[src/verilog/core_params.svh]
`ifndef CORE_PARAMS_SVH
`define CORE_PARAMS_SVH

// datapath and register file geometry.
`define CORE_XLEN       32
`define CORE_NUM_REGS   32
`define CORE_REG_W      5

// execution resources.
`define CORE_NUM_LANES  3

// cycles from issue to done for mul (2 or more).
`define CORE_MUL_CYCLES 4

`endif
[src/verilog/writeback_unit.sv]
`timescale 1ns/1ps
`include "core_params.svh"

module writeback_unit (
    input  logic                                        clk,
    input  logic                                        rstn,
    input  logic [`CORE_NUM_LANES-1:0]                  lane_done,
    input  logic [`CORE_NUM_LANES-1:0][`CORE_XLEN-1:0]  lane_result,
    input  logic [`CORE_NUM_LANES-1:0][`CORE_REG_W-1:0] lane_rd,
    output logic [`CORE_NUM_LANES-1:0]                  grant,
    output logic                                        wb_valid,
    output logic [`CORE_REG_W-1:0]                      wb_rd,
    output logic [`CORE_XLEN-1:0]                       wb_data
);
    logic [`CORE_XLEN-1:0]  sel_result;
    logic [`CORE_REG_W-1:0] sel_rd;

    // fixed priority with lane 0 first.
    assign grant = lane_done & (~lane_done + 1'b1);

    always_comb begin
        sel_result = '0;
        sel_rd     = '0;
        for (int i = 0; i < `CORE_NUM_LANES; i++) begin
            if (grant[i]) begin
                sel_result = lane_result[i];
                sel_rd     = lane_rd[i];
            end
        end
    end

    always_ff @(posedge clk or negedge rstn) begin
        if (!rstn) begin
            wb_valid <= 1'b0;
        end else begin
            wb_valid <= |lane_done;
        end
    end

    // payload only moves when a lane is granted.
    always_ff @(posedge clk) begin
        if (|lane_done) begin
            wb_rd   <= sel_rd;
            wb_data <= sel_result;
        end
    end

    // a finished lane that loses arbitration stays done.
    a_hold_ungranted: assert property (@(posedge clk) disable iff (!rstn)
        ((lane_done & ~grant) != '0) |=>
            ((lane_done & $past(lane_done & ~grant)) == $past(lane_done & ~grant)));

endmodule

[config.mk]
export PLATFORM = sky130hd
export DESIGN_NAME = writeback_unit
export DESIGN_NICKNAME = d
export VERILOG_FILES = /design/src/verilog/writeback_unit.sv
export VERILOG_INCLUDE_DIRS = /design/src /design/src/verilog
export SDC_FILE = /design/constraint.sdc
export NUM_CORES = 1
export LEC_CHECK = 0
export ABC_AREA = 0
export BUFFER_PORTS_ARGS = -buffer_cell sky130_fd_sc_hd__buf_4
export CAP_MARGIN = 40
export CORE_MARGIN = 2
export CORE_UTILIZATION = 39
export DETAILED_ROUTE_END_ITERATION = 8
export PLACE_DENSITY = 0.87
export RECOVER_POWER = 25
export SLEW_MARGIN = 40
export SYNTH_ARGS = -nofsm -noshare
export SYNTH_HDL_FRONTEND = slang
export SYNTH_SLANG_ARGS = --single-unit
[constraint.sdc]
create_clock -name clk -period 0.8 [get_ports clk]
set_input_delay 0.12 -clock clk [delete_from_list [all_inputs] [get_ports clk]]
set_output_delay 0.12 -clock clk [all_outputs]
set_load 0.02 [all_outputs]
; Word level (Yosys, flattened, before mapping)
; Index checks and enable logic that the tools add are counted.
[op_classes]
add_sub_neg = 1
mul = 0
div_mod_pow = 0
n_lt_le_gt_ge = 0
eq_ne = 0
shifts = 0
n_mux = 6
bitwise_logic = 2
n_reduce_logical = 1
[op_table]
columns = operator, count
row1 = 32-bit 2-to-1 mux, 3
row2 = 5-bit 2-to-1 mux, 3
row3 = 3-bit by 1-bit adder with 3-bit output (second input constant), 1
row4 = 3-bit AND, 1
row5 = 3-bit inverter, 1
row6 = 3-bit OR reduction, 1
[word_totals]
register_bits = 38
latch_bits = 0
mem_bits_rw = 0
mem_bits_ro = 0
in_bits = 116
out_inout_bits = 41
n_memories = 0

; Longest topological paths before layout
[depth]
depth_word = 6
ltp_mapped = 4

; Worst setup path before layout
; Ideal clock, no wire load.
[synth_path]
path_kind = input port to flip-flop
start = input port lane_done[2]
end = register wb_data[0], enable pin
setup_ns = 0.438
t_arrival_ns = 1.092
required_time_ns = 0.362
path_slack_ns = -0.730
cell_stages = 2
n_path_buf = 1
cell_sequence = buf_4 -> or3_1
[synth_between]
elab_chain_cells = 1
[synth_rtl]
columns = element, line
row1 = "start, declared", writeback_unit.sv:7  ; input logic [`CORE_NUM_LANES-1:0] lane_done,
row2 = 3-bit OR reduction, writeback_unit.sv:42  ; if (|lane_done) begin
row3 = "end signal, assigned", writeback_unit.sv:44  ; wb_data <= sel_result;
row4 = "end, declared", writeback_unit.sv:13  ; output logic [`CORE_XLEN-1:0] wb_data
; Every way passes these cells.
; A chain may end at the register's enable or synchronous reset.

; Worst setup path in the final report
[layout_path]
start = input port lane_done[0]
end = output port grant[2]
[layout_between]
elab_chain_cells = 3
[layout_rtl]
columns = element, line
row1 = 3-bit inverter, writeback_unit.sv:19  ; assign grant = lane_done & (~lane_done + 1'b1);
row2 = 3-bit by 1-bit adder with 3-bit output, writeback_unit.sv:19
row3 = 3-bit AND, writeback_unit.sv:19
row4 = "end, declared", writeback_unit.sv:10  ; output logic [`CORE_NUM_LANES-1:0] grant,
; Every way passes these cells.

==> metrics.cfg <==
[setup_path]
critical_path.top_delay_family=buffers and inverters
crit_top_cell=buf_6
cp_max_fo=4
crit_slowest_cell=nor3b_4
path_buf_inv=4
path_cells=buf_8 > buf_6 > buf_4 > nor3b_4 > buf_6
required_ns=0.68
critical_path.startpoint_type=primary input
critical_path_class=in2out
cp_data_arrival_time_ns=0.84
max_stage_delay_ns=0.20
worstSetupEndpointType=output pin

[cells_and_area]
fin_nets=493
design_area_um2=4130
postLayoutCoreUtil_pct=68.6
diodes=0
fin_cells=453
drive_above_1_share_pct=65.3
area_delta_synth_final_pct=67.8

[placed_design]
placed_cell_area_um2=3680
io_buffers=156
dp_hpwl_mm=4.90
place.gp.congestion=0.870
dp.cells=433

[floorplanning]
die_x_um=83.5
start_util_pct=40.9
num_rows=28
pin_count=157
die_area_um2=6970
coreArea_um2=6030
die_h_um=83.5

[pwr]
p_leak_nw=1.72
power_mw=5.90
power_density_nw_per_um2=1430
ir_worst_vdd_uv=758

[sta]
period_share_pct=120
setup_viol=58
slew_headroom_pct=83.4
fin_ws_ns=-0.161
rsz0062_at_grt=true
whs_ns=0.152
hold_violations=0
max_freq_mhz=1040
drv_slew=0
worstMarginPinSlew_ns=0.250
fin_crit_ns=0.961

[synthesis]
synth_top_family_by_area=compound AO/OA/AOI/OAI gates
synth_compound_area_share_pct=23.9
synth_mux_area_share_pct=0
synth_area_um2=2460
synth-seq-cells=38
netlist_instances=210
avgSynthCellArea_um2=11.7
synth-simple-area-share_pct=21.7
synthAdderAreaFrac_pct=0
synth_fp_nets=326
ys_warn_count=0
synth-xor-area-share_pct=0
ys_seq_area_share_pct=46.1
synth_cell_types=15

[min_path]
hold_path.class=in2reg

[drt]
wl_mm=7.18
antenna_left=0
dr.pass1.iters=5
wl_per_cell_um=15.8
drt_iter0_drc=70
remaining_drc_errors=0
vias=2253
vias_per_cell=4.97

[cts]
clk_pin_slew_ns=0.07
cts_buffer_depth=2
cts_tree=yes
cts.sinks=38
cts_buffers=5
cts-root-buf=clkbuf_8
h-tree-depth=2

[flow_run]
cap_violations=0

[status]
violations=negative setup slack
status=complete, but fails checks

[global_routing]
gr-usage-all-layers_pct=20.3
grt_antenna_before_repair=0
grt_overflow=0
grt_pass1_wl_mm=11.3
grt_max_degree=29
grt_pass1_vias=2333

-- worst paths after layout --
path / from / end / slack (ns) / cells past startpoint
worst max-delay path: lane_done[0] / grant[2] / -0.16 / 5
worst min-delay path: lane_result[30] / wb_data[30] / 0.15 / 3
max in group asynchronous: rstn / wb_valid / 0.54 / 2
min in group asynchronous: rstn / wb_valid / 0.18 / 2
-- layout by cell type, fill, tap and decap left out --
cell           instances
buf_4                119
a21oi_2               54
buf_6                 48
nand3b_1              37
edfxtp_1              37
nor2b_1               34
a21oi_1               20
clkbuf_8               6
nor2b_2                3
buf_16                 3
clkbuf_4               3
bufbuf_16              2
clkbuf_2               2
buf_12                 2
nor3b_4                1
nor2b_4                1
or3_4                  1
clkinv_2               1
clkbuf_1               1
dlygate4sd3_1          1
buf_8                  1
dfrtp_1                1
-- layer usage --
| layer | up-vias | wire length [um] | GRT usage [%] |
|---|---|---|---|
| li1 | 1097 | - | - |
| met1 | 1047 | 2840 | 23.7 |
| met2 | 99 | 3790 | 36.7 |
| met3 | 10 | 430 | 4.65 |
| met4 | 0 | 118 | 6.60 |
| met5 | - | 0 | 0 |
-- synthesized netlist by cell type --
library cell	count	area [um2]
a21oi_1	16	80.1
buf_8	1	15.0
dfrtp_1	1	25.0
or3_1	1	6.26
clkbuf_1	2	7.51
dlymetal6s2s_1	2	25.0
buf_6	4	45.0
buf_4	3	22.5
a21oi_2	58	508
buf_2	6	30.0
nor2b_1	38	238
edfxtp_1	37	1110
nor3b_2	1	12.5
nand3b_1	37	278
buf_12	3	60.1
-- logic make-up (layout without fill, tap and decap cells) --
logic type,count (synthesis),in the layout
compound gates,74,74
simple gates,77,77
buf+inv,21,189
flops,38,38
-- metrics by stage --
step,worst slack [ns],TNS (ns)
floorplan,-0.294,-11.08
global placement,-0.319,-19.04
detailed placement,-0.327,-19.97
CTS,-0.166,-5.26
global route,-0.205,-7.12
finish,-0.161,-5.58
-- sequential cells by signal, indices dropped and copies added (netlist names) --
| name | flops |
|---|---|
| wb_data | 32 |
| wb_rd | 5 |
| wb_valid | 1 |
-- power by group --
part	switching [mW]	leakage [nW]	internal (mW)
logic	0.884	1.27	1.16
clock network	0.603	0.0482	0.694
registers	0.107	0.393	2.45
total	1.59	1.72	4.31
-- layout make-up --
type	count	area (um2)
Clock buffer	7	86.3
Clock inverter	1	5.00
Fill cell	464	1890
Multi-Input combinational cell	151	1130
Sequential cell	38	1140
Tap cell	75	93.8
Timing Repair Buffer	181	1680
-- repair_timing --
| item | in CTS | in global routing |
|---|---|---|
| cloned | 4 | 0 |
| pin swaps | 1 | 0 |
| buffers inserted | 4 | 3 |
| resized for setup | 48 | 15 |
| hold buffers | 1 | 0 |
| endpoints found under the setup margin | 78 | 53 |
| endpoints found under the hold margin | 1 | 0 |
No activity file was read; power rests on OpenSTA's default activity.
