$ cat src/verilog/core_params.svh
`ifndef CORE_PARAMS_SVH
`define CORE_PARAMS_SVH

// datapath and register file geometry.
`define CORE_XLEN       32
`define CORE_NUM_REGS   32
`define CORE_REG_W      5

// execution resources.
`define CORE_NUM_LANES  3

// cycles from issue to done for mul (2 or more).
`define CORE_MUL_CYCLES 4

`endif
$ cat src/verilog/reg_file.sv
`timescale 1ns/1ps
`include "core_params.svh"

module reg_file (
    input  logic                      clk,
    input  logic                      rstn,
    input  logic [`CORE_REG_W-1:0]    rs1_addr,
    input  logic [`CORE_REG_W-1:0]    rs2_addr,
    output logic [`CORE_XLEN-1:0]     rs1_data,
    output logic [`CORE_XLEN-1:0]     rs2_data,
    output logic [`CORE_NUM_REGS-1:0] busy,
    input  logic                      set_busy,
    input  logic [`CORE_REG_W-1:0]    set_addr,
    input  logic                      wr_en,
    input  logic [`CORE_REG_W-1:0]    wr_addr,
    input  logic [`CORE_XLEN-1:0]     wr_data
);
    logic [`CORE_NUM_REGS-1:0][`CORE_XLEN-1:0] regs;

    // architectural state. x0 is never written.
    always_ff @(posedge clk or negedge rstn) begin
        if (!rstn) begin
            regs <= '0;
        end else if (wr_en && wr_addr != '0) begin
            regs[wr_addr] <= wr_data;
        end
    end

    // scoreboard. set and clear never hit the same register in one cycle.
    always_ff @(posedge clk or negedge rstn) begin
        if (!rstn) begin
            busy <= '0;
        end else begin
            if (wr_en) begin
                busy[wr_addr] <= 1'b0;
            end
            if (set_busy && set_addr != '0) begin
                busy[set_addr] <= 1'b1;
            end
        end
    end

    assign rs1_data = (rs1_addr == '0) ? '0 : regs[rs1_addr];
    assign rs2_data = (rs2_addr == '0) ? '0 : regs[rs2_addr];

endmodule

$ cat config.mk
export PLATFORM = sky130hd
export DESIGN_NAME = reg_file
export DESIGN_NICKNAME = d
export VERILOG_FILES = /design/src/verilog/reg_file.sv
export VERILOG_INCLUDE_DIRS = /design/src /design/src/verilog
export SDC_FILE = /design/constraint.sdc
export NUM_CORES = 2
export LEC_CHECK = 0
export BUFFER_PORTS_ARGS = -buffer_cell sky130_fd_sc_hd__buf_4
export CORE_ASPECT_RATIO = 0.5
export CORE_MARGIN = 4
export CORE_UTILIZATION = 34
export DETAILED_ROUTE_END_ITERATION = 10
export PLACE_DENSITY_LB_ADDON = 0.2
export SYNTH_ARGS = -nofsm -noshare
export SYNTH_HDL_FRONTEND = slang
export SYNTH_SLANG_ARGS = --single-unit
$ cat constraint.sdc
create_clock -name clk -period 11.25 [get_ports clk]
set_input_delay 3.375 -clock clk [delete_from_list [all_inputs] [get_ports clk]]
set_output_delay 3.375 -clock clk [all_outputs]
set_load 0.01 [all_outputs]
Word-level counts from Yosys, hierarchy flattened
Cells that the tools add are included.

Register bits after elaboration: 1056. Output and inout port bits: 96. Input port bits: 56. Word-level logic and storage cells: 65.

Reductions and logical operators: 8. Magnitude comparators: 6. Multiplexer cells: 15. Bitwise logic cells: 3.

Operators by type and width (number): 1024-bit bitwise mux (1); 32-bit binary-select mux with 5-bit select (2); 32-bit two-way mux (7); 32-bit demux with 5-bit select (1); 32-bit bitwise AND (1); 32-bit NOT (1); 32-bit bitwise OR (1); 5-bit by 6-bit less-than comparator with 1-bit output (second input constant) (4); 1-bit demux with 5-bit select (2); 5-bit by 1-bit >= comparator with 1-bit output (second input constant) (2); 5-bit logical NOT (2); 5-bit nonzero test (2); 1-bit logical AND (4); 1-bit two-way mux (2).

Logic depth before layout (Yosys ltp)
Depth in word-level cells: 9. Mapped depth: 9. Gate-level depth less buffers: 4.

Least setup slack after synthesis
OpenSTA, ideal clock, no wires.

Path kind: input-to-output. From: input port rs1_addr[0]. To: output port rs1_data[17]. Stages: 7. Data required time: 7.875 ns. Arrival time: 4.877 ns. Path slack: 2.998 ns. Buffers on the path: 4. Path through: buf_4 > buf_8 > buf_8 > buf_2 > mux4_2 > o21ai_1 > a31oi_1.

Cells in the longest elaborated chain, start to end: 3. Elaborated cells between the ends (all ways): 4. Classes of those cells: mux (3); reduce/logical (1).

Ends and longest elaborated chain: start: declaration (line reg_file.sv:7) `` input logic [`CORE_REG_W-1:0] rs1_addr, ``; 32-bit binary-select mux with 5-bit select (line reg_file.sv:43) `assign rs1_data = (rs1_addr == '0) ? '0 : regs[rs1_addr];`; 32-bit two-way mux (implied by the code) (line reg_file.sv:43); 32-bit two-way mux * (line reg_file.sv:43); end: declaration (line reg_file.sv:9) `` output logic [`CORE_XLEN-1:0] rs1_data, ``.

Every way passes the cells marked *; elsewhere a longest branch is shown, timed or not. The select of a mux whose other input is x is not followed.

Worst setup path in the final report
From: input port rs1_addr[1]. To: output port rs1_data[20].

The elaborated chain is that of the path after synthesis.

==> summary.txt <==
Global route
  – Tot GR Track Use: 22.4%
  – Initial antenna violation count: 6
  – Number of global-route vias before repair: approximately 37000
  – Pin count of the biggest net entering global routing: 165
  – Overflow left after global routing: 0
  – Global-route wire length before repair: 279 mm

Synth
  – Sequential element share of the synthesized area: 47.5%
  – Synth Register Bits: 1056
  – Yosys warning total: 0
  – Simple-gate area share of the yosys netlist: 1.36%
  – Post-synth cell types: 42
  – Share of the synthesized area in the top cell type: a little under half
  – Dominant cell type by area after synthesis: dfrtp_1
  – Main combinational cell family by area after synthesis: multiplexers
  – Mean Syn Cell Area: 15.1 µm²
  – Synth top area cells: dfrtp_1 (48%), mux2_2 (20%), mux4_2 (18%)
  – Mux contribution to synthesized area: roughly 42%
  – Adder-cell share of the synthesized area: 0%
  – Compound-Gate Fraction of Synth Area: slightly above 5%
  – Post-Synth XOR/XNOR Area: 0%
  – Syn Std Cell Area: approximately 0.056 mm²
  – Net Count, Synth: around 3700
  – Syn Inst Count: 3676

Drt
  – DRC violations left: 0
  – Routed WL: between 150 and 200 mm
  – Routed wire per std cell: 32.9 µm
  – Via Count: around 36000
  – Final ANT Viol Nets: 0
  – Post-DR vias/cell: 6.07
  – DRT iter0 DRCs: between 3000 and 4000
  – Pre-antenna DRT Iters: 5

Floorplan
  – CORE AREA: 0.162 mm²
  – Initial Utilization: 34.4%
  – Cell Rows: 104
  – Chip Width: just under 600 µm
  – I/O Pins: 152
  – Die area: 0.170 mm²
  – Die H: between 200 and 300 µm

Timing
  – Final worst clock skew: 0 ps
  – Final worst slack: about 1300 ps
  – RSZ-0062 raised after global routing: no
  – Crit path time final: 9980 ps
  – Peak Freq: 0.100 GHz
  – Final count of hold timing violations: 0
  – Actual slew at the worst max-slew pin: 1150 ps
  – Final TNS setup: 0 ps
  – Final worst path period share: 88.7%
  – Slew HR: between 20% and 30%
  – Final Setup Violations: 0
  – Final Max Tran Viols: 0

Worst setup path
  – Critical path fanouts, max: 23
  – Reg2Reg Depth: 1
  – Most frequent CP cell: buf_4
  – Slowest stage cell, crit path: a31oi_1
  – Worst-path cell chain: buf_4 > buf_4 > and2_2 > buf_4 > a22oi_1 > a31oi_1 > buf_4
  – Crit path required time: 7880 ps
  – Arrival @ worst endpoint: ~6600 ps
  – CP max stage delay: 700 ps
  – Critical Path Source Type: primary input
  – Worst Path Buf+Inv: 4
  – Setup crit end kind: output port
  – Setup CP Type: in2out
  – Reg-to-reg slack, setup: 10450 ps
  – RR Endpoint: regs[412]
  – Crit path max-delay family: buffers and inverters
  – Critical register-to-register path startpoint: regs[412]

Min path
  – Hold/Removal Path Class: reg2reg
  – Hold depth: 0
  – Worst hold start: regs[12]
  – Hold EP: regs[12]

Clock network
  – Post-CTS Hold Fix Bufs: 0
  – Num CTS Buffers: 108
  – Post-CTS setup-driven buffer insertion count: 0
  – Clock-pin slew on the worst setup and hold paths: 60 ps
  – CTS Root Cell: clkbuf_16
  – Clock tree sinks: 1056
  – Maximum root-to-sink buffer count: 3
  – CTS HTree Levels: 3
  – Clock Latency Late Sink: 720 ps
  – Resized cells post-CTS: 0
  – CTS tree: yes

Pwr
  – Tot Pwr: 11.3 mW
  – LEAKAGE: between 20 and 30 nW
  – P per Cell Area: 181 mW/mm²
  – Peak supply drop: 0.121 mV

Place
  – Port Buffer Count: about 150
  – Hpwl dp: 114 mm
  – Worst slack, placed: 1330 ps
  – # placed instances: roughly 5700
  – GPL Wtd Cong: just over 0.8

Cells and area
  – Post-Layout Cell Count: 5867
  – Final core occ: 38.6%
  – Net count, final: ~3700
  – Share of layout cells above drive strength 1: 52.2%
  – Area Overhead vs Synth: 12.2%

Status
  – Status: finished clean

Job
  – Max-Cap Viols: 0
registers in the layout, summed over array words and instances (netlist names):
| register | flops |
|---|---|
| busy | 32 |
| regs | 1024 |
cells in the mapped netlist, drive strengths merged:
cell type / instances
dfrtp: 1056
mux2: 1024
mux4: 448
clkbuf: 223
buf: 204
mux2i: 192
o21ai: 116
a22oi: 64
a221oi: 52
nand2: 41
nor2b: 37
a211oi: 32
a221o: 32
a311oi: 32
a31oi: 32
nor2: 25
a22o: 15
o2111ai: 12
nand3b: 8
nor3b: 8
nand3: 4
and3b: 3
or2: 3
and2: 2
and3: 2
inv: 2
nor3: 2
or3b: 2
a21boi: 1
nand2b: 1
or4: 1
cells in the final DEF (no fill, tap or decap), types with 52 or more instances in the layout:
master and count:
a221oi_1 52, a22oi_1 64, buf_4 213, clkbuf_16 110, dfrtp_1 1056, mux2_2 1008, mux2i_1 192, mux4_2 448
o21ai_0 89
per-layer routing:
metal	global-route usage [%]	share of wire, %	wire length, µm
met1	31.9	45	87200
met2	34.9	46	88500
met3	4.17	5.9	11400
met4	6.59	3.2	6140
met5	0	0	0
logic make-up after synthesis:
| family | count (synthesis) |
|---|---|
| multiplexers | 1664 |
| buffers and inverters | 429 |
| AND/OR/NAND/NOR | 139 |
| flip-flops | 1056 |
| AO/OA/AOI/OAI | 388 |
worst max-delay path by stage:
stage           startpoint           end  slack (ps)  cells past startpoint
2_1_floorplan  rs1_addr[0]  rs1_data[17]        3000                      7
3_3_place_gp   rs1_addr[1]  rs1_data[20]        1350                      7
3_5_place_dp   rs1_addr[1]  rs1_data[20]        1330                      7
4_1_cts        rs1_addr[1]  rs1_data[20]        1320                      7
5_1_grt        rs1_addr[1]  rs1_data[20]        1340                      7
6_report       rs1_addr[1]  rs1_data[20]        1270                      7
where the power goes:
part,internal [mW],switching (mW)
sequential,4.53,0.548
combinational,1.35,0.991
clock,2.26,1.61
layout make-up:
cell class                      count  area [µm²]
Clock buffer                      165        3250
Timing Repair Buffer              241        2130
Multi-Input combinational cell   2191       27400
Tap cell                         2173        2720
Antenna cell                        2        5.00
Fill cell                       15000       99300
Sequential cell                  1056       26400
Inverter                            2        12.5
Clock inverter                     37         514
per-stage QoR:
| stage | hold slack [ps] | instance area, µm² |
|---|---|---|
| after CTS | 398 | 62400 |
| final | 392 | 62400 |
| after detailed placement | 383 | 58700 |
| after floorplan | 441 | 55600 |
| after global routing | 406 | 62400 |
| after global placement | 377 | 58700 |
No activity file was read; power rests on OpenSTA's default activity.
