`config.mk`:
```
export PLATFORM = sky130hd
export DESIGN_NAME = exec_lane
export DESIGN_NICKNAME = d
export VERILOG_FILES = /design/src/verilog/core_pkg.sv /design/src/verilog/exec_lane.sv
export VERILOG_INCLUDE_DIRS = /design/src /design/src/verilog
export SDC_FILE = /design/constraint.sdc
export NUM_CORES = 2
export LEC_CHECK = 0
export BUFFER_PORTS_ARGS = -buffer_cell sky130_fd_sc_hd__buf_2
export CORE_MARGIN = 2
export CORE_UTILIZATION = 40
export CTS_CLUSTER_DIAMETER = 150
export DETAILED_ROUTE_END_ITERATION = 7
export PLACE_DENSITY_LB_ADDON = 0.25
export SLEW_MARGIN = 20
export SYNTH_ARGS = -nofsm -noshare
export SYNTH_HDL_FRONTEND = slang
export SYNTH_SLANG_ARGS = --single-unit
```
`constraint.sdc`:
```
create_clock -name clk -period 9.85 [get_ports clk]
set_clock_uncertainty 0.05 [all_clocks]
set_input_delay 0.985 -clock clk [delete_from_list [all_inputs] [get_ports clk]]
set_output_delay 0.985 -clock clk [all_outputs]
set_load 0.02 [all_outputs]
```
`src/verilog/core_params.svh`:
```
`ifndef CORE_PARAMS_SVH
`define CORE_PARAMS_SVH

// datapath and register file geometry.
`define CORE_XLEN       32
`define CORE_NUM_REGS   32
`define CORE_REG_W      5

// execution resources.
`define CORE_NUM_LANES  3

// cycles from issue to done for mul (2 or more).
`define CORE_MUL_CYCLES 4

`endif
```
`src/verilog/core_pkg.sv`:
```
`include "core_params.svh"

package core_pkg;

    // major opcodes handled by the core.
    localparam logic [6:0] OPC_OP     = 7'b0110011;
    localparam logic [6:0] OPC_OP_IMM = 7'b0010011;

    // register-register format.
    typedef struct packed {
        logic [6:0]             funct7;
        logic [`CORE_REG_W-1:0] rs2;
        logic [`CORE_REG_W-1:0] rs1;
        logic [2:0]             funct3;
        logic [`CORE_REG_W-1:0] rd;
        logic [6:0]             opcode;
    } r_type_t;

    // register-immediate format.
    typedef struct packed {
        logic [11:0]            imm12;
        logic [`CORE_REG_W-1:0] rs1;
        logic [2:0]             funct3;
        logic [`CORE_REG_W-1:0] rd;
        logic [6:0]             opcode;
    } i_type_t;

    // one instruction word read as r or i depending on opcode.
    typedef union packed {
        r_type_t r;
        i_type_t i;
    } instr_u;

    // operation carried to the lanes.
    typedef enum logic [3:0] {
        OP_ADD  = 4'd0,
        OP_SUB  = 4'd1,
        OP_AND  = 4'd2,
        OP_OR   = 4'd3,
        OP_XOR  = 4'd4,
        OP_SLL  = 4'd5,
        OP_SRL  = 4'd6,
        OP_SRA  = 4'd7,
        OP_SLT  = 4'd8,
        OP_SLTU = 4'd9,
        OP_MUL  = 4'd10
    } alu_op_e;

endpackage

```
`src/verilog/exec_lane.sv`:
```
`timescale 1ns/1ps
`include "core_params.svh"

module exec_lane import core_pkg::*; (
    input  logic                   clk,
    input  logic                   rstn,
    input  logic                   issue,
    input  alu_op_e                op,
    input  logic [`CORE_XLEN-1:0]  src_a,
    input  logic [`CORE_XLEN-1:0]  src_b,
    input  logic [`CORE_REG_W-1:0] rd,
    output logic                   free,
    output logic                   done,
    output logic [`CORE_XLEN-1:0]  result,
    output logic [`CORE_REG_W-1:0] result_rd,
    input  logic                   grant
);
    localparam int CNT_W = $clog2(`CORE_MUL_CYCLES);

    logic                   busy_q;
    logic                   done_q;
    logic [CNT_W-1:0]       cnt_q;
    alu_op_e                op_q;
    logic [`CORE_XLEN-1:0]  a_q;
    logic [`CORE_XLEN-1:0]  b_q;
    logic [`CORE_REG_W-1:0] rd_q;
    logic [`CORE_XLEN-1:0]  result_q;
    logic [`CORE_XLEN-1:0]  alu_out;
    logic [4:0]             shamt;

    assign shamt = b_q[4:0];

    always_comb begin
        case (op_q)
            OP_SUB:  alu_out = a_q - b_q;
            OP_AND:  alu_out = a_q & b_q;
            OP_OR:   alu_out = a_q | b_q;
            OP_XOR:  alu_out = a_q ^ b_q;
            OP_SLL:  alu_out = a_q << shamt;
            OP_SRL:  alu_out = a_q >> shamt;
            OP_SRA:  alu_out = $signed(a_q) >>> shamt;
            OP_SLT:  alu_out = {{(`CORE_XLEN-1){1'b0}}, $signed(a_q) < $signed(b_q)};
            OP_SLTU: alu_out = {{(`CORE_XLEN-1){1'b0}}, a_q < b_q};
            // low half of the product only.
            OP_MUL:  alu_out = a_q * b_q;
            default: alu_out = a_q + b_q;
        endcase
    end

    // occupancy and latency counter.
    always_ff @(posedge clk or negedge rstn) begin
        if (!rstn) begin
            busy_q <= 1'b0;
            done_q <= 1'b0;
            cnt_q  <= '0;
        end else if (issue) begin
            busy_q <= 1'b1;
            done_q <= 1'b0;
            cnt_q  <= (op == OP_MUL) ? CNT_W'(`CORE_MUL_CYCLES - 1) : '0;
        end else if (done_q) begin
            if (grant) begin
                busy_q <= 1'b0;
                done_q <= 1'b0;
            end
        end else if (busy_q) begin
            if (cnt_q == '0) begin
                done_q <= 1'b1;
            end else begin
                cnt_q <= cnt_q - 1'b1;
            end
        end
    end

    always_ff @(posedge clk) begin
        if (issue) begin
            op_q <= op;
            a_q  <= src_a;
            b_q  <= src_b;
            rd_q <= rd;
        end
        if (busy_q && !done_q && cnt_q == '0) begin
            result_q <= alu_out;
        end
    end

    assign free      = ~busy_q;
    assign done      = done_q;
    assign result    = result_q;
    assign result_rd = rd_q;

    // dispatch must only pick a lane that reports free.
    a_issue_free: assert property (@(posedge clk) disable iff (!rstn)
        issue |-> free);

endmodule

```
# == Word level (Yosys, flattened, before mapping) ==
# Cells that the tools add are included.
# totals
ff_bits,109
in_bits,77
output_inout_bits,39
wordCells,57
# op_classes
addsub,3
n_mul,1
n_lt_le_gt_ge,2
eq_ne,13
n_shift,3
muxes,14
n_bitwise,4
n_reduce_logical,9
# ops
operator,count
one-hot mux 32 bit (10 select lines),1
less-than comparator 32 bit,2
adder 32 bit,1
bitwise AND 32 bit,1
multiplier 32 x 32 -> 32 bit,1
bitwise OR 32 bit,1
left shift 32 x 5 -> 32 bit,1
right shift 32 x 5 -> 32 bit,1
>>> shifter 32 x 5 -> 32 bit,1
subtractor 32 bit,1
bitwise XOR 32 bit,1
equality test 4 x 3 -> 1 bit (second input constant),4
equality test 4 bit (second input constant),4
two-way mux 2 bit,5
equality test 4 x 2 -> 1 bit (second input constant),2
two-way mux 1 bit,8
nonzero test 2 bit,3
equality test 4 x 1 -> 1 bit (second input constant),1
inequality test 2 bit (second input constant),2
AND reduction 3 bit,1
logical AND 1 bit,2
logical NOT 2 bit,1
AND reduction 2 bit,1
subtractor 2 x 1 -> 2 bit (second input constant),1
2 further kinds,2

# == Depth between registers and ports, before layout ==
# logic_depth
word_depth,5
mapped_depth,29
ltp_nobuf,26

# == Least setup slack after synthesis ==
# OpenSTA, ideal clock, no wires.
# synth_path
path_type,register to register
from,register b_q[3]
to,"register result_q[23] (netlist: result[23]), data pin"
setup_ns,0.203
t_arrival_ns,8.352
required_time_ns,9.597
slack_ns,1.246
stages_incl_launch_ff,28
path_buffers,4
period_less_slack_ns,8.604
cell_sequence,edfxtp_1 > clkinv_1 > clkbuf_1 > clkbuf_1 > clkbuf_1 > buf_1 > nor2_1 > fa_1 > inv_1 > fa_1 > fa_1 > fa_1 > inv_1 > fa_1 > inv_1 > fa_1 > inv_1 > fa_1 > fa_1 > ha_1 > and3_1 > nand2_1 > or4_1 > a21oi_1 > mux2_1 > o2111ai_2 > o22ai_1 > a2111oi_1
# synth_via
elab_chain_cells,2
word_cells_on_any_way,7
cone_classes,add/sub: 2; mul: 1; shift: 3; mux: 1
# synth_lines
item,line_no,source
from (decl),exec_lane.sv:25,logic [`CORE_XLEN-1:0] b_q;
from (signal assigned),exec_lane.sv:78,b_q <= src_b;
multiplier 32 x 32 -> 32 bit (tied with other cells),exec_lane.sv:45,OP_MUL: alu_out = a_q * b_q;
one-hot mux 32 bit (10 select lines) (*),exec_lane.sv:34,case (op_q)
via alu_out[23],exec_lane.sv:28,logic [`CORE_XLEN-1:0] alu_out;
to (signal assigned),exec_lane.sv:82,result_q <= alu_out;
to (decl),exec_lane.sv:27,logic [`CORE_XLEN-1:0] result_q;
# The timed path passes the listed nets; every way through them passes the cells marked *.
# A chain may end at the register's enable or synchronous reset.

# == Final worst setup path ==
# layout_path
from,register b_q[6]
to,"register result_q[23] (netlist: result[23]), data pin"
# layout_via
elab_chain_cells,2
word_cells_on_any_way,4
cone_classes,add/sub: 2; mul: 1; mux: 1
# layout_lines
item,line_no
multiplier 32 x 32 -> 32 bit (tied with other cells),exec_lane.sv:45
one-hot mux 32 bit (10 select lines) (*),exec_lane.sv:34
via alu_out[23],exec_lane.sv:28
# Marks and branches as above.

==> run metrics <==
Max Freq 0.113 GHz; r2r worst-path depth 23; wire length of the first global-routing pass 173000 microns; mean instance size in the synthesized netlist 8.79 sq um; drt total wl 118000 microns; fraction of the mapped netlist area in adder cells 40.1%; cell area after technology mapping 0.0274 sq mm; quantity of gates resized following cts 0; CP max-delay cell sky130_fd_sc_hd__inv_1; IO Count 116; die boundary height 266 microns; area of the placeable core 0.0675 sq mm; count of cell types in the netlist 107; critical path required time 9990 ps; worst-skew pair later-pin latency 430 ps; cell chosen for the clock root sky130_fd_sc_hd__clkbuf_16; layout cells sized above 1 10.2%; register-to-register setup slack 1020 ps; fraction of synthesized cell area in xor and xnor cells 2.78%; total number of vias 25.0k; count of input and output buffers 115; CTS tree yes; setup violators final 0; startpoint of the lowest-slack register-to-register path b_q[6]$_DFFE_PP_; Clock transition at path regs 100 ps; list of cells traversed by the critical path inv_1 -> nor2_1 -> fa_1 -> fa_1 -> fa_1 -> inv_1 -> fa_1 -> inv_1 -> fa_1 -> inv_1 -> fa_1 -> inv_1 -> fa_1 -> fa_1 -> ha_1 -> and3_1 -> nand2_1 -> or4_1 -> a21oi_1 -> mux2_1 -> o2111ai_2 -> o22ai_1 -> a2111oi_1; antenna violations before repair 5; HPWL Detailed 89200 microns; main combinational cell family by area after synthesis adder cells; largest net degree at the start of global routing 55; width of the chip 266 microns; routed length per instance 29.4 microns; kind of path behind the tightest hold check in -> async; count of flip-flops with a built-in enable after synthesis 105; number of hold violations in the final report 0; critical path class reg -> reg; cell taking the most area after synthesis sky130_fd_sc_hd__fa_1; effective utilization at floorplan 40.6%; critical path launch point type flip-flop; Synth-to-Final Area Change 6.59%; hold buffer count at CTS 0; final net count 3846; worst slew pin tran 1180 ps; count of TritonRoute iterations in the first routing pass 6; remaining antenna violation count 0; global-route usage over all layers 34.0%; yosys warns 0; delay of the slowest cell on the worst path 800 ps; unrepaired setup endpoints after global routing no; Most used DFF post-synth sky130_fd_sc_hd__edfxtp_1; CP Capture Type flip-flop; Synth Area in Compound Gates 13.5%; capture instance of the worst register-to-register path result[23]$_DFFE_PP_; fraction of synthesized cell area taken by the top area cell type 30.0%; area of the die 0.0706 sq mm; clk buf depth 2; iteration-0 DRC count of the detailed router 3733; Multi-input gate area 0.0215 sq mm; number of global-route vias before repair 25.0k; cts bufs inserted 9; final period utilization 89.7%; Slew headroom 20.4%; nets in the synthesized netlist 3825; Final Slew Violations 0; dominant cells by area after synthesis sky130_fd_sc_hd__fa_1, sky130_fd_sc_hd__edfxtp_1, sky130_fd_sc_hd__ha_1; fill cell instance count of the final layout 6726; accumulated negative setup slack 0 ps; CTS H-tree depth 3; mean number of vias per cell 6.22; number of synthesized register bits 109; Synth Area in Simple Gates 15.0%; final critical delay including setup and external delays 8830 ps; critical path peak fanout 22; synthesized instance count 3117; site row count 95; most common cell type on the critical path sky130_fd_sc_hd__fa_1; routability congestion estimate from global placement 1.04; Crit path arrival time 8970 ps; MaxCap Viol Count 0; outcome complete, no violations; Seq/Total Area, Yosys 11.9%; drc violations 0; total congestion overflow after global routing 0; Clock Sinks 109; proportion of register bits with asynchronous set or reset after synthesis 3.67%; multiplexer area fraction after synthesis 6.85%; FF+latch area 0.00325 sq mm; Post-CTS Setup Inserts 0
## worst max-delay path by stage
stage               slack, ps             start  cells after the start              endpoint
finish                   1020  b_q[6]$_DFFE_PP_                     23  result[23]$_DFFE_PP_
global route              700  b_q[6]$_DFFE_PP_                     23  result[23]$_DFFE_PP_
global placement         1230  b_q[6]$_DFFE_PP_                     23  result[23]$_DFFE_PP_
CTS                      1050  b_q[6]$_DFFE_PP_                     23  result[23]$_DFFE_PP_
floorplan                1250  b_q[3]$_DFFE_PP_                     27  result[23]$_DFFE_PP_
detailed placement       1090  b_q[6]$_DFFE_PP_                     23  result[23]$_DFFE_PP_
## stage by stage
| stage | setup slack, ps | instances | utilization (%) | cell area [sq um] | hold slack [ps] |
|---|---|---|---|---|---|
| 4_1_cts | 1050 | 4016 | 43.2 | 29200 | 297 |
| 6_report | 1020 | 4019 | 43.2 | 29200 | 290 |
| 3_5_place_dp | 1090 | 4000 | 42.8 | 28900 | 420 |
| 2_1_floorplan | 1250 | 3117 | - | 27400 | 399 |
| 5_1_grt | 700 | 4016 | 43.2 | 29200 | 301 |
| 3_3_place_gp | 1230 | 4000 | 42.8 | 28900 | 411 |
## critical path, delay by kind of cell, from the launching register on
family / cells / cell delay (ps)
mux: 1 / 460
buf+inv: 5 / 1010
fa+ha+maj: 9 / 4330
flops: 1 / 560
compound gates: 4 / 1120
simple gates: 4 / 1060
## cell families (layout without fill, tap and decap cells)
kind of cell               count (synthesis)  after routing
and+or+nand+nor                          979            979
AOI/OAI and AO/OA                        522            522
muxes                                    106            106
other                                      0              3
DFF                                      109            109
xor gates and xnor gates                  87             87
buffers and inverters                    683            709
adders and majority gates                631            631
## cell type report
type	instances	share of cell area (%)
Clock buffer	9	0.771
Multi-Input combinational cell	2325	73.5
Sequential cell	109	11.1
Antenna cell	3	0.0257
Timing Repair Buffer	199	4.18
Clock inverter	7	0.313
Inverter	494	6.35
Tap cell	873	3.74
## per-layer routing
metal  part of all wire, %  track usage [%]  vias up
met5                 0.019                0        -
met4                   7.0             18.8        4
met3                    13             10.7      454
met2                    42             49.9     1858
met1                    38             44.5    12400
li1                      -                -    10300
## placed cells by master (no fill, tap or decap), types with 14 or more instances in the layout
cell                       instances
sky130_fd_sc_hd__a211oi_1         28
sky130_fd_sc_hd__a21o_1           31
sky130_fd_sc_hd__a21oi_1         119
sky130_fd_sc_hd__a221oi_1         33
sky130_fd_sc_hd__a22oi_1          14
sky130_fd_sc_hd__a31oi_1          14
sky130_fd_sc_hd__buf_2           114
sky130_fd_sc_hd__buf_4            84
sky130_fd_sc_hd__edfxtp_1        105
sky130_fd_sc_hd__fa_1            410
sky130_fd_sc_hd__ha_1            221
sky130_fd_sc_hd__inv_1           476
sky130_fd_sc_hd__mux2i_1          34
sky130_fd_sc_hd__mux4_2           59
sky130_fd_sc_hd__nand2_1         315
sky130_fd_sc_hd__nand2b_1         17
sky130_fd_sc_hd__nand3_1          23
sky130_fd_sc_hd__nor2_1          485
sky130_fd_sc_hd__nor2b_1          19
sky130_fd_sc_hd__nor3_1           40
sky130_fd_sc_hd__o211ai_1         23
sky130_fd_sc_hd__o21ai_0          84
sky130_fd_sc_hd__o21bai_1         16
sky130_fd_sc_hd__o22ai_1          17
sky130_fd_sc_hd__o31ai_1          15
sky130_fd_sc_hd__xnor2_1          70
sky130_fd_sc_hd__xor2_1           17
## synth_stat cells, types with 14 or more instances
library cell / count
sky130_fd_sc_hd__a211oi_1: 28
sky130_fd_sc_hd__a21o_1: 31
sky130_fd_sc_hd__a21oi_1: 119
sky130_fd_sc_hd__a221oi_1: 33
sky130_fd_sc_hd__a22oi_1: 14
sky130_fd_sc_hd__a31oi_1: 14
sky130_fd_sc_hd__buf_1: 30
sky130_fd_sc_hd__buf_2: 25
sky130_fd_sc_hd__clkbuf_1: 116
sky130_fd_sc_hd__edfxtp_1: 105
sky130_fd_sc_hd__fa_1: 410
sky130_fd_sc_hd__ha_1: 221
sky130_fd_sc_hd__inv_1: 477
sky130_fd_sc_hd__mux2i_1: 34
sky130_fd_sc_hd__mux4_2: 59
sky130_fd_sc_hd__nand2_1: 315
sky130_fd_sc_hd__nand2b_1: 17
sky130_fd_sc_hd__nand3_1: 23
sky130_fd_sc_hd__nor2_1: 485
sky130_fd_sc_hd__nor2b_1: 19
sky130_fd_sc_hd__nor3_1: 40
sky130_fd_sc_hd__o211ai_1: 23
sky130_fd_sc_hd__o21ai_0: 84
sky130_fd_sc_hd__o21bai_1: 16
sky130_fd_sc_hd__o22ai_1: 17
sky130_fd_sc_hd__o31ai_1: 15
sky130_fd_sc_hd__xnor2_1: 70
sky130_fd_sc_hd__xor2_1: 17
## registers in the layout, summed over array words and instances, names as in the netlist
register   count
result_rd      5
result        32
done           1
b_q           32
op_q           4
a_q           32
busy_q         1
cnt_q          2
Power is left out: the tool's default activity adds up to more than one toggle a clock period on the data nets, which glitch-free logic cannot reach.
