### src/verilog/core_params.svh
`ifndef CORE_PARAMS_SVH
`define CORE_PARAMS_SVH

// datapath and register file geometry.
`define CORE_XLEN       32
`define CORE_NUM_REGS   32
`define CORE_REG_W      5

// execution resources.
`define CORE_NUM_LANES  3

// cycles from issue to done for mul (2 or more).
`define CORE_MUL_CYCLES 4

`endif
### src/verilog/core_pkg.sv
`include "core_params.svh"

package core_pkg;

    // major opcodes handled by the core.
    localparam logic [6:0] OPC_OP     = 7'b0110011;
    localparam logic [6:0] OPC_OP_IMM = 7'b0010011;

    // register-register format.
    typedef struct packed {
        logic [6:0]             funct7;
        logic [`CORE_REG_W-1:0] rs2;
        logic [`CORE_REG_W-1:0] rs1;
        logic [2:0]             funct3;
        logic [`CORE_REG_W-1:0] rd;
        logic [6:0]             opcode;
    } r_type_t;

    // register-immediate format.
    typedef struct packed {
        logic [11:0]            imm12;
        logic [`CORE_REG_W-1:0] rs1;
        logic [2:0]             funct3;
        logic [`CORE_REG_W-1:0] rd;
        logic [6:0]             opcode;
    } i_type_t;

    // one instruction word read as r or i depending on opcode.
    typedef union packed {
        r_type_t r;
        i_type_t i;
    } instr_u;

    // operation carried to the lanes.
    typedef enum logic [3:0] {
        OP_ADD  = 4'd0,
        OP_SUB  = 4'd1,
        OP_AND  = 4'd2,
        OP_OR   = 4'd3,
        OP_XOR  = 4'd4,
        OP_SLL  = 4'd5,
        OP_SRL  = 4'd6,
        OP_SRA  = 4'd7,
        OP_SLT  = 4'd8,
        OP_SLTU = 4'd9,
        OP_MUL  = 4'd10
    } alu_op_e;

endpackage

### src/verilog/dispatch_unit.sv
`timescale 1ns/1ps
`include "core_params.svh"

module dispatch_unit import core_pkg::*; (
    input  logic                       clk,
    input  logic                       rstn,
    input  logic                       instr_valid,
    input  instr_u                     instr,
    output logic                       stall,
    output logic [`CORE_REG_W-1:0]     rs1_addr,
    output logic [`CORE_REG_W-1:0]     rs2_addr,
    input  logic [`CORE_XLEN-1:0]      rs1_data,
    input  logic [`CORE_XLEN-1:0]      rs2_data,
    input  logic [`CORE_NUM_REGS-1:0]  busy,
    output logic                       set_busy,
    output logic [`CORE_REG_W-1:0]     set_addr,
    input  logic [`CORE_NUM_LANES-1:0] lane_free,
    output logic [`CORE_NUM_LANES-1:0] issue,
    output alu_op_e                    op,
    output logic [`CORE_XLEN-1:0]      src_a,
    output logic [`CORE_XLEN-1:0]      src_b,
    output logic [`CORE_REG_W-1:0]     rd
);
    logic                       is_op;
    logic                       is_imm;
    logic                       legal;
    logic                       hazard;
    logic                       accept;
    logic [`CORE_NUM_LANES-1:0] first_free;

    assign is_op  = (instr.r.opcode == OPC_OP);
    assign is_imm = (instr.i.opcode == OPC_OP_IMM);

    // operation decode.
    always_comb begin
        op    = OP_ADD;
        legal = 1'b0;
        if (is_op) begin
            legal = 1'b1;
            case ({instr.r.funct7, instr.r.funct3})
                {7'h00, 3'd0}: op = OP_ADD;
                {7'h20, 3'd0}: op = OP_SUB;
                {7'h01, 3'd0}: op = OP_MUL;
                {7'h00, 3'd1}: op = OP_SLL;
                {7'h00, 3'd2}: op = OP_SLT;
                {7'h00, 3'd3}: op = OP_SLTU;
                {7'h00, 3'd4}: op = OP_XOR;
                {7'h00, 3'd5}: op = OP_SRL;
                {7'h20, 3'd5}: op = OP_SRA;
                {7'h00, 3'd6}: op = OP_OR;
                {7'h00, 3'd7}: op = OP_AND;
                default:       legal = 1'b0;
            endcase
        end else if (is_imm) begin
            legal = 1'b1;
            case (instr.i.funct3)
                3'd0: op = OP_ADD;
                3'd2: op = OP_SLT;
                3'd3: op = OP_SLTU;
                3'd4: op = OP_XOR;
                3'd6: op = OP_OR;
                3'd7: op = OP_AND;
                3'd1: begin
                    op    = OP_SLL;
                    legal = (instr.r.funct7 == 7'h00);
                end
                default: begin
                    // srli or srai told apart by funct7 bit 5.
                    op    = instr.r.funct7[5] ? OP_SRA : OP_SRL;
                    legal = ((instr.r.funct7 & 7'b1011111) == 7'h00);
                end
            endcase
        end
    end

    // operand read. rs2 field is part of the immediate for op-imm.
    assign rs1_addr = instr.r.rs1;
    assign rs2_addr = instr.r.rs2;
    assign src_a    = rs1_data;
    assign src_b    = is_imm ? {{(`CORE_XLEN-12){instr.i.imm12[11]}}, instr.i.imm12}
                             : rs2_data;
    assign rd       = instr.r.rd;

    // scoreboard check on sources and destination.
    assign hazard = busy[instr.r.rs1] | (is_op & busy[instr.r.rs2]) | busy[instr.r.rd];

    // lowest set bit of the free vector.
    assign first_free = lane_free & (~lane_free + 1'b1);

    assign stall  = instr_valid & (hazard | ~(|lane_free));
    assign accept = instr_valid & ~stall;
    assign issue  = accept ? first_free : '0;

    assign set_busy = accept;
    assign set_addr = instr.r.rd;

    // a stalled instruction stays on the port until it is taken.
    a_hold_stalled: assert property (@(posedge clk) disable iff (!rstn)
        stall |=> instr_valid && $stable(instr));

    a_legal_instr: assert property (@(posedge clk) disable iff (!rstn)
        instr_valid |-> legal);

endmodule

### config.mk
export PLATFORM = sky130hd
export DESIGN_NAME = dispatch_unit
export DESIGN_NICKNAME = d
export VERILOG_FILES = /design/src/verilog/core_pkg.sv /design/src/verilog/dispatch_unit.sv
export VERILOG_INCLUDE_DIRS = /design/src /design/src/verilog
export SDC_FILE = /design/constraint.sdc
export NUM_CORES = 1
export LEC_CHECK = 0
export ABC_AREA = 0
export BUFFER_PORTS_ARGS = -buffer_cell sky130_fd_sc_hd__clkbuf_2
export CORE_MARGIN = 2
export CORE_UTILIZATION = 25
export DETAILED_ROUTE_END_ITERATION = 12
export GPL_TIMING_DRIVEN = 0
export PLACE_DENSITY_LB_ADDON = 0.25
export RECOVER_POWER = 25
export SETUP_SLACK_MARGIN = 0.02
export SLEW_MARGIN = 20
export SYNTH_ARGS = -nofsm -noshare
export SYNTH_HDL_FRONTEND = slang
export SYNTH_SLANG_ARGS = --single-unit
export TNS_END_PERCENT = 1
### constraint.sdc
create_clock -name vclk -period 2.77
set_clock_uncertainty 0.05 [all_clocks]
set_input_delay 0.554 -clock vclk [all_inputs]
set_output_delay 0.554 -clock vclk [all_outputs]
set_load 0.01 [all_outputs]
Yosys cells after proc, flatten, opt, wreduce, memory -nomap -nowiden
Index checks and enable logic that the tools add are counted.
{ "totals": {"romBits": 0, "memories": 0, "ff_bits": 0, "ramBits": 0, "latchBits": 0} }
{ "classes": {"n_addsub": 1, "mux": 13, "order_cmp": 3, "n_bitwise": 10, "n_eq_ne": 18, "n_mul": 0, "n_shift": 0, "div": 0, "reduce_logical": 2} }
{ "op_table": {"columns": ["operator", "n"], "rows": [
  ["equality test 10 x 3 -> 1 bit, second input constant", 4],
  ["one-hot mux 4 bit (10 select lines)", 1],
  ["two-way mux 32 bit", 1],
  ["one-hot mux 4 bit (7 select lines)", 1],
  ["equality test 10 x 2 -> 1 bit, second input constant", 2],
  ["equality test 10 x 9 -> 1 bit, second input constant", 2],
  ["< comparator 5 x 6 -> 1 bit, second input constant", 3],
  ["binary-select mux 1 bit (select 5 bit)", 3],
  ["equality test 10 x 1 -> 1 bit, second input constant", 1],
  ["equality test 10 x 4 -> 1 bit, second input constant", 1],
  ["equality test 3 bit, second input constant", 3],
  ["two-way mux 4 bit", 2],
  ["equality test 7 x 5 -> 1 bit, second input constant", 1],
  ["equality test 7 x 6 -> 1 bit, second input constant", 1],
  ["equality test 3 x 2 -> 1 bit, second input constant", 2],
  ["two-way mux 1 bit", 4],
  ["adder 3 x 1 -> 3 bit, second input constant", 1],
  ["AND 1 bit", 3],
  ["AND 3 bit", 1],
  ["equality test 3 x 1 -> 1 bit, second input constant", 1],
  ["logical NOT 3 bit", 1],
  ["two-way mux 3 bit", 1],
  ["inverter 3 bit", 1],
  ["bitwise OR 1 bit", 3],
  ["2 further kinds", 3]
]} }

Logic depth before layout (Yosys ltp)
Gate-level depths: netlist of run 1.
{ "logic_depth": {"ltp_word": 10, "ltp_mapped": 7, "ltp_nobuf": 6} }

Worst setup path before layout of run 1
OpenSTA, ideal clock, no wires.
{ "synth_path": {"kind": "input to output", "from": "in instr[7] in the netlist's numbering", "to": "out issue[1]", "setup_slack_ns": -0.191, "n_path_buf": 1, "t_required_ns": 2.166, "arrival_ns": 2.357, "stages": 5, "cell_sequence": "buf_6 -> mux4_1 -> mux4_2 -> a2111oi_4 -> and4b_1"} }
{ "synth_between": {"elab_chain_cells": 8} }
{ "synth_lines": {"columns": ["element", "line_no", "text"], "rows": [
  ["start: declaration", "dispatch_unit.sv:8", "input instr_u instr,"],
  ["binary-select mux 1 bit (select 5 bit)", "dispatch_unit.sv:85", "assign hazard = busy[instr.r.rs1] | (is_op & busy[instr.r.rs2]) | busy[instr.r.rd];"],
  ["two-way mux 1 bit (not written as such)", "dispatch_unit.sv:85", null],
  ["bitwise OR 1 bit", "dispatch_unit.sv:85", null],
  ["bitwise OR 1 bit", "dispatch_unit.sv:90", "assign stall = instr_valid & (hazard | ~(|lane_free));"],
  ["AND 1 bit", "dispatch_unit.sv:90", null],
  ["inverter 1 bit", "dispatch_unit.sv:91", "assign accept = instr_valid & ~stall;"],
  ["AND 1 bit", "dispatch_unit.sv:91", null],
  ["two-way mux 3 bit", "dispatch_unit.sv:92", "assign issue = accept ? first_free : '0;"],
  ["end: declaration", "dispatch_unit.sv:18", "output logic [`CORE_NUM_LANES-1:0] issue,"]
]} }
Every way passes these cells. The select of a mux whose other input is x is not followed.

Final worst setup path of run 1
Ends and elaborated chain as after synthesis.

==> flow_metrics.env, run 1 <==
export IMPL_outcome="finished with violations"
export IMPL_violations="negative setup slack"
export IMPL_cp_end_kind="output pin"
export IMPL_final_common_cell="clkbuf_2"
export IMPL_initial_core_util_pct=25.7
export IMPL_area_growth_pct=67.7
export IMPL_relSlewSlack_pct=71.6
export IMPL_yosys_warnings=0
export IMPL_peakVddDrop_uv=64.0
export IMPL_slew_violations=0
export IMPL_antenna_found_initial=0
export IMPL_regArea_sq_um=0
export IMPL_finalHoldViolCount=0
export IMPL_fin_util_pct=43.2
export IMPL_worst_path_max_fanout=5
export IMPL_vias=2409
export IMPL_drive_gt1_share_pct=63.6
export IMPL_routedWlPerCell_microns=12.6
export IMPL_die_h_microns=90.4
export IMPL_worst_setup_path_type="in -> out"
export IMPL_syn_avg_cell_area_sq_um=7.88
export IMPL_netlist_area_sq_um=1870
export IMPL_timing_hold_ws_ns=1.25
export IMPL_seq_cells=0
export IMPL_max_freq_mhz=332
export IMPL_synth_top_family_by_area="multiplexers"
export IMPL_ys_seq_area_share_pct=0
export IMPL_die_area_sq_um=8170
export IMPL_io_buffers=182
export IMPL_synthMuxAreaShare_pct=33.4
export IMPL_holdPathEnd="src_a[0]"
export IMPL_hold_class="in -> out"
export IMPL_grt_usage_pct=14.5
export IMPL_fill_cells=779
export IMPL_vias_per_cell=4.56
export IMPL_placed_area_sq_um=2910
export IMPL_rsz0062_at_grt="true"
export IMPL_cp_start_kind="primary input"
export IMPL_fin_area_sq_um=3130
export IMPL_overflow=0
export IMPL_std_cell_rows=31
export IMPL_powerDensity_nw_per_um2=147
export IMPL_final_cell_mix="clkbuf_2 (161), buf_4 (62), nand2_1 (38)"
export IMPL_grt_pass1_vias=2204
export IMPL_grt_pass1_wl_microns=10300
export IMPL_worstPathRequired_ns=2.17
export IMPL_layout_setup_ws_ns=-0.244
export IMPL_drt_initial_drc_count=105
export IMPL_grt_start_max_net_pins=11
export IMPL_nets=565
export IMPL_period_minus_slack_ns=3.01
export IMPL_drc=0
export IMPL_synth_top_cell_area_share_pct=20.9
export IMPL_synth_xor_area_share_pct=0
export IMPL_synth_distinct_cells=44
export IMPL_antenna_left=0
export IMPL_fp_coreArea_sq_um=7250
export IMPL_die_w_microns=90.4
export IMPL_tightest_slew_ns=0.419
export IMPL_syn_nets=371
export IMPL_setup_viol=5
export IMPL_period_share_pct=109
export IMPL_cap_violations=0
export IMPL_min_from="rs1_data[0]"
export IMPL_gp_congestion=0.825
export IMPL_critPathArrivalTime_ns=2.41
export IMPL_detail_route_first_pass_iterations=5
export IMPL_synthSimpleGateAreaFrac_pct=19.0
export IMPL_yosysTopAreaCell="buf_4"
export IMPL_nClkBuffers=0
export IMPL_place_hpwl_microns=5710
export IMPL_p_leak_nw=1.76
export IMPL_tns_ns=-1.07
export IMPL_ios=227
export IMPL_n_antenna_cell=0
export IMPL_synthAdderAreaFrac_pct=0
export IMPL_min_path_cells=2
export IMPL_synth_compound_area_share_pct=20.8
export IMPL_synthTopCellsByArea="buf_4 (21%), mux4_2 (21%), a21o_1 (8.4%)"
export IMPL_wirelength_microns=6680
export IMPL_syn_inst=237
## per-layer routing
| layer | up-vias | global-route usage [%] | routed length [microns] |
|---|---|---|---|
| met5 | - | 0 | 0 |
| met4 | 0 | 0.128 | 4 |
| met3 | 2 | 0.835 | 460 |
| met2 | 125 | 28.1 | 3440 |
| met1 | 1078 | 18.7 | 2770 |
| li1 | 1204 | - | - |
## through the flow
stage                     worst slack, ns  total power (W)  cells
final                              -0.244         0.000461    528
after floorplan                   -0.0974         0.000256    237
after CTS                          -0.254         0.000449    520
after detailed placement           -0.431         0.000430    518
after global routing               -0.351         0.000498    528
after global placement             -0.396         0.000425    518
## cell type report
class                           count  area [sq um]  area share, %
Buffer                             70           577           18.4
Inverter                            8          30.0          0.959
Multi-Input combinational cell    159          1420           45.4
Tap cell                           99           124           3.96
Timing Repair Buffer              192           977           31.2
## cell families after synthesis
logic type	Yosys count
mux	36
simple gates	74
buf+inv	78
compound gates	49
## critical path: stages
cell	delay [ns]
buf_12	0.09
mux4_2	0.50
mux4_2	0.52
a2111oi_4	0.38
and4b_1	0.24
buf_2	0.12
## worst max path at each step
stage              start        to  slack, ns
6_report        instr[7]  issue[1]      -0.24
5_1_grt         instr[8]  issue[1]      -0.35
4_1_cts         instr[7]  issue[1]      -0.25
3_5_place_dp   instr[22]  issue[1]      -0.43
3_3_place_gp   instr[22]  issue[1]      -0.40
2_1_floorplan   instr[7]  issue[1]       -0.1
## cell usage after synthesis (2+ instances only)
cell type	count
nor4_1	2
mux4_1	3
inv_1	8
nor2b_1	6
mux2i_1	15
buf_4	52
mux4_2	17
buf_2	4
and3_1	2
a22oi_1	4
a21o_1	21
o2111ai_1	3
o21ai_0	5
o211ai_1	3
nand2_1	39
a21oi_1	2
nor2_1	11
nand3_1	2
clkbuf_1	13
## where the power goes
| group | leakage, nW | switching, W | internal (W) |
|---|---|---|---|
| Clock | 0 | 0 | 0 |
| Combinational | 1.76 | 0.000198 | 0.000263 |
| Sequential | 0 | 0 | 0 |
## timing repair
action,4_1_cts,5_1_grt
setup endpoints to repair,40,40
buffers inserted,2,7
hold buffers,0,0
pin swaps,4,9
gates resized for setup,27,35
cloned,0,1
(Power assumes the default switching activity.)
==> inputs of run 2 (changes only) <==
ABC_AREA = 1   (was 0)
==> run 2 against run 1 <==
The run now ends clean. Via count up 41%. Power up 4.0%. Critical path depth up 2. Fmax up 19%. Non-clock buffer count down 3. Synthesized cell count up 92%. Utilization down 5.4 points. Largest cell class is now multi-input gates. Largest power group unchanged. Highest routed layer unchanged.
==> flow_metrics.env, run 2 <==
export IMPL_outcome="complete, no violations"
export IMPL_postCtsSetupRepairBufs=0
export IMPL_p_leak_nw=2.18
export IMPL_max_stage_delay_ns=0.48
export IMPL_io_buffers=189
export IMPL_cp_end_kind="output pin"
export IMPL_max_freq_mhz=395
export IMPL_yosysMostFrequentCell="nand2_1"
export IMPL_synth_distinct_cells=30
export IMPL_nClkBuffers=0
export IMPL_worst_setup_path_type="in -> out"
export IMPL_wirelength_microns=8830
export IMPL_synth_top_cell_area_share_pct=31.6
export IMPL_seq_cells=0
export IMPL_cap_violations=0
export IMPL_yosys_warnings=0
export IMPL_critPathArrivalTime_ns=1.93
export IMPL_worst_path_max_delay_cell="nor3_1"
export IMPL_fp_coreArea_sq_um=8680
export IMPL_vias=3387
export IMPL_ctsHoldBuffers=0
export IMPL_crit_buf_inv=2
export IMPL_die_w_microns=98.3
export IMPL_vias_per_cell=4.50
export IMPL_ios=227
export IMPL_cp_start_kind="primary input"
export IMPL_worst_path_max_fanout=5
export IMPL_nets=781
export IMPL_grt_usage_pct=16.8
export IMPL_tightest_slew_ns=0.593
export IMPL_relSlewSlack_pct=60.2
export IMPL_grt_start_max_net_pins=11
export IMPL_gp_congestion=0.874
export IMPL_drive_gt1_share_pct=38.8
export IMPL_overflow=0
export IMPL_tns_ns=0
export IMPL_synthTopCellsByArea="nand2_1 (32%), buf_4 (19%), nand3_1 (16%)"
export IMPL_syn_inst=456
export IMPL_final_cell_mix="nand2_1 (187), clkbuf_2 (166), nand3_1 (71)"
export IMPL_place_hpwl_microns=7740
export IMPL_syn_nets=590
export IMPL_pre_cts_slack_ns=0.219
export IMPL_std_cell_rows=34
export IMPL_drt_initial_drc_count=108
export IMPL_final_common_cell="nand2_1"
export IMPL_detail_route_first_pass_iterations=5
export IMPL_yosys_top_cells_count="nand2_1 (187), nand3_1 (71), buf_4 (55)"
export IMPL_antenna_left=0
export IMPL_drc=0
export IMPL_cts_repair_resized=0
export IMPL_syn_avg_cell_area_sq_um=4.88
export IMPL_worstPathRequired_ns=2.17
export IMPL_finalHoldViolCount=0
export IMPL_slew_violations=0
export IMPL_ys_seq_area_share_pct=0
export IMPL_hold_class="in -> out"
export IMPL_area_growth_pct=47.3
export IMPL_period_share_pct=91.4
export IMPL_layout_setup_ws_ns=0.239
export IMPL_netlist_area_sq_um=2220
export IMPL_die_area_sq_um=9660
export IMPL_initial_core_util_pct=25.6
export IMPL_rsz0062_at_grt="false"
export IMPL_n_antenna_cell=0
export IMPL_yosysTopAreaCell="nand2_1"
export IMPL_setup_viol=0
export IMPL_routedWlPerCell_microns=11.7
export IMPL_crit_chain="clkbuf_2 -> nor2_1 -> nand3_1 -> nor3_1 -> nand3_2 -> nand3_1 -> and2_1 -> clkbuf_2"
export IMPL_grt_pass1_wl_microns=14000
export IMPL_regArea_sq_um=0
export IMPL_antenna_found_initial=0
export IMPL_powerDensity_nw_per_um2=146
export IMPL_die_h_microns=98.3
export IMPL_grt_pass1_vias=3121
export IMPL_crit_family="simple AND/OR/NAND/NOR gates"
export IMPL_peakVddDrop_uv=56.3
export IMPL_period_minus_slack_ns=2.53
run 2: kinds of logic (layout without fill, tap and decap cells):
family          count (synthesis)  in the layout  synth area share [%]
compound gates                 28             28                  6.98
simple gates                  297            297                  58.6
buf+inv                       131            320                  34.4
run 2: per-stage QoR:
step	cells	utilization, %	power [W]	hold WS [ns]	cell area [sq um]
after global routing	753	37.7	0.000534	1.26	3280
after CTS	753	38.1	0.000486	1.25	3300
final	753	37.7	0.000479	1.25	3280
after detailed placement	753	38.1	0.000484	1.25	3300
after floorplan	456	-	0.000287	1.15	2220
after global placement	753	38.1	0.000480	1.25	3300
run 2: power by group:
| part | leakage, nW | switching, W | internal [W] |
|---|---|---|---|
| logic | 2.18 | 0.000259 | 0.000220 |
| clock network | 0 | 0 | 0 |
| registers | 0 | 0 | 0 |
run 2: routing by layer:
metal / global-route usage (%) / vias up / routed length, microns
met5: 0 / - / 0
met4: 1.58 / 0 / 74
met3: 0.787 / 10 / 676
met2: 33.9 / 168 / 4600
met1: 20.0 / 1458 / 3480
li1: - / 1751 / -
run 2: path summary, 6_finish.rpt:
| kind | slack, ns | from | endpoint | cells past startpoint |
|---|---|---|---|---|
| hold / removal | 1.25 | rs1_data[20] | src_a[20] | 2 |
| setup / recovery | 0.24 | instr[3] | stall | 8 |
run 2: layout make-up:
type                            count  area, sq um
Fill cell                        1033         5400
Multi-Input combinational cell    325         1460
Timing Repair Buffer              189          917
Buffer                             70          526
Inverter                           61          239
Tap cell                          108          135
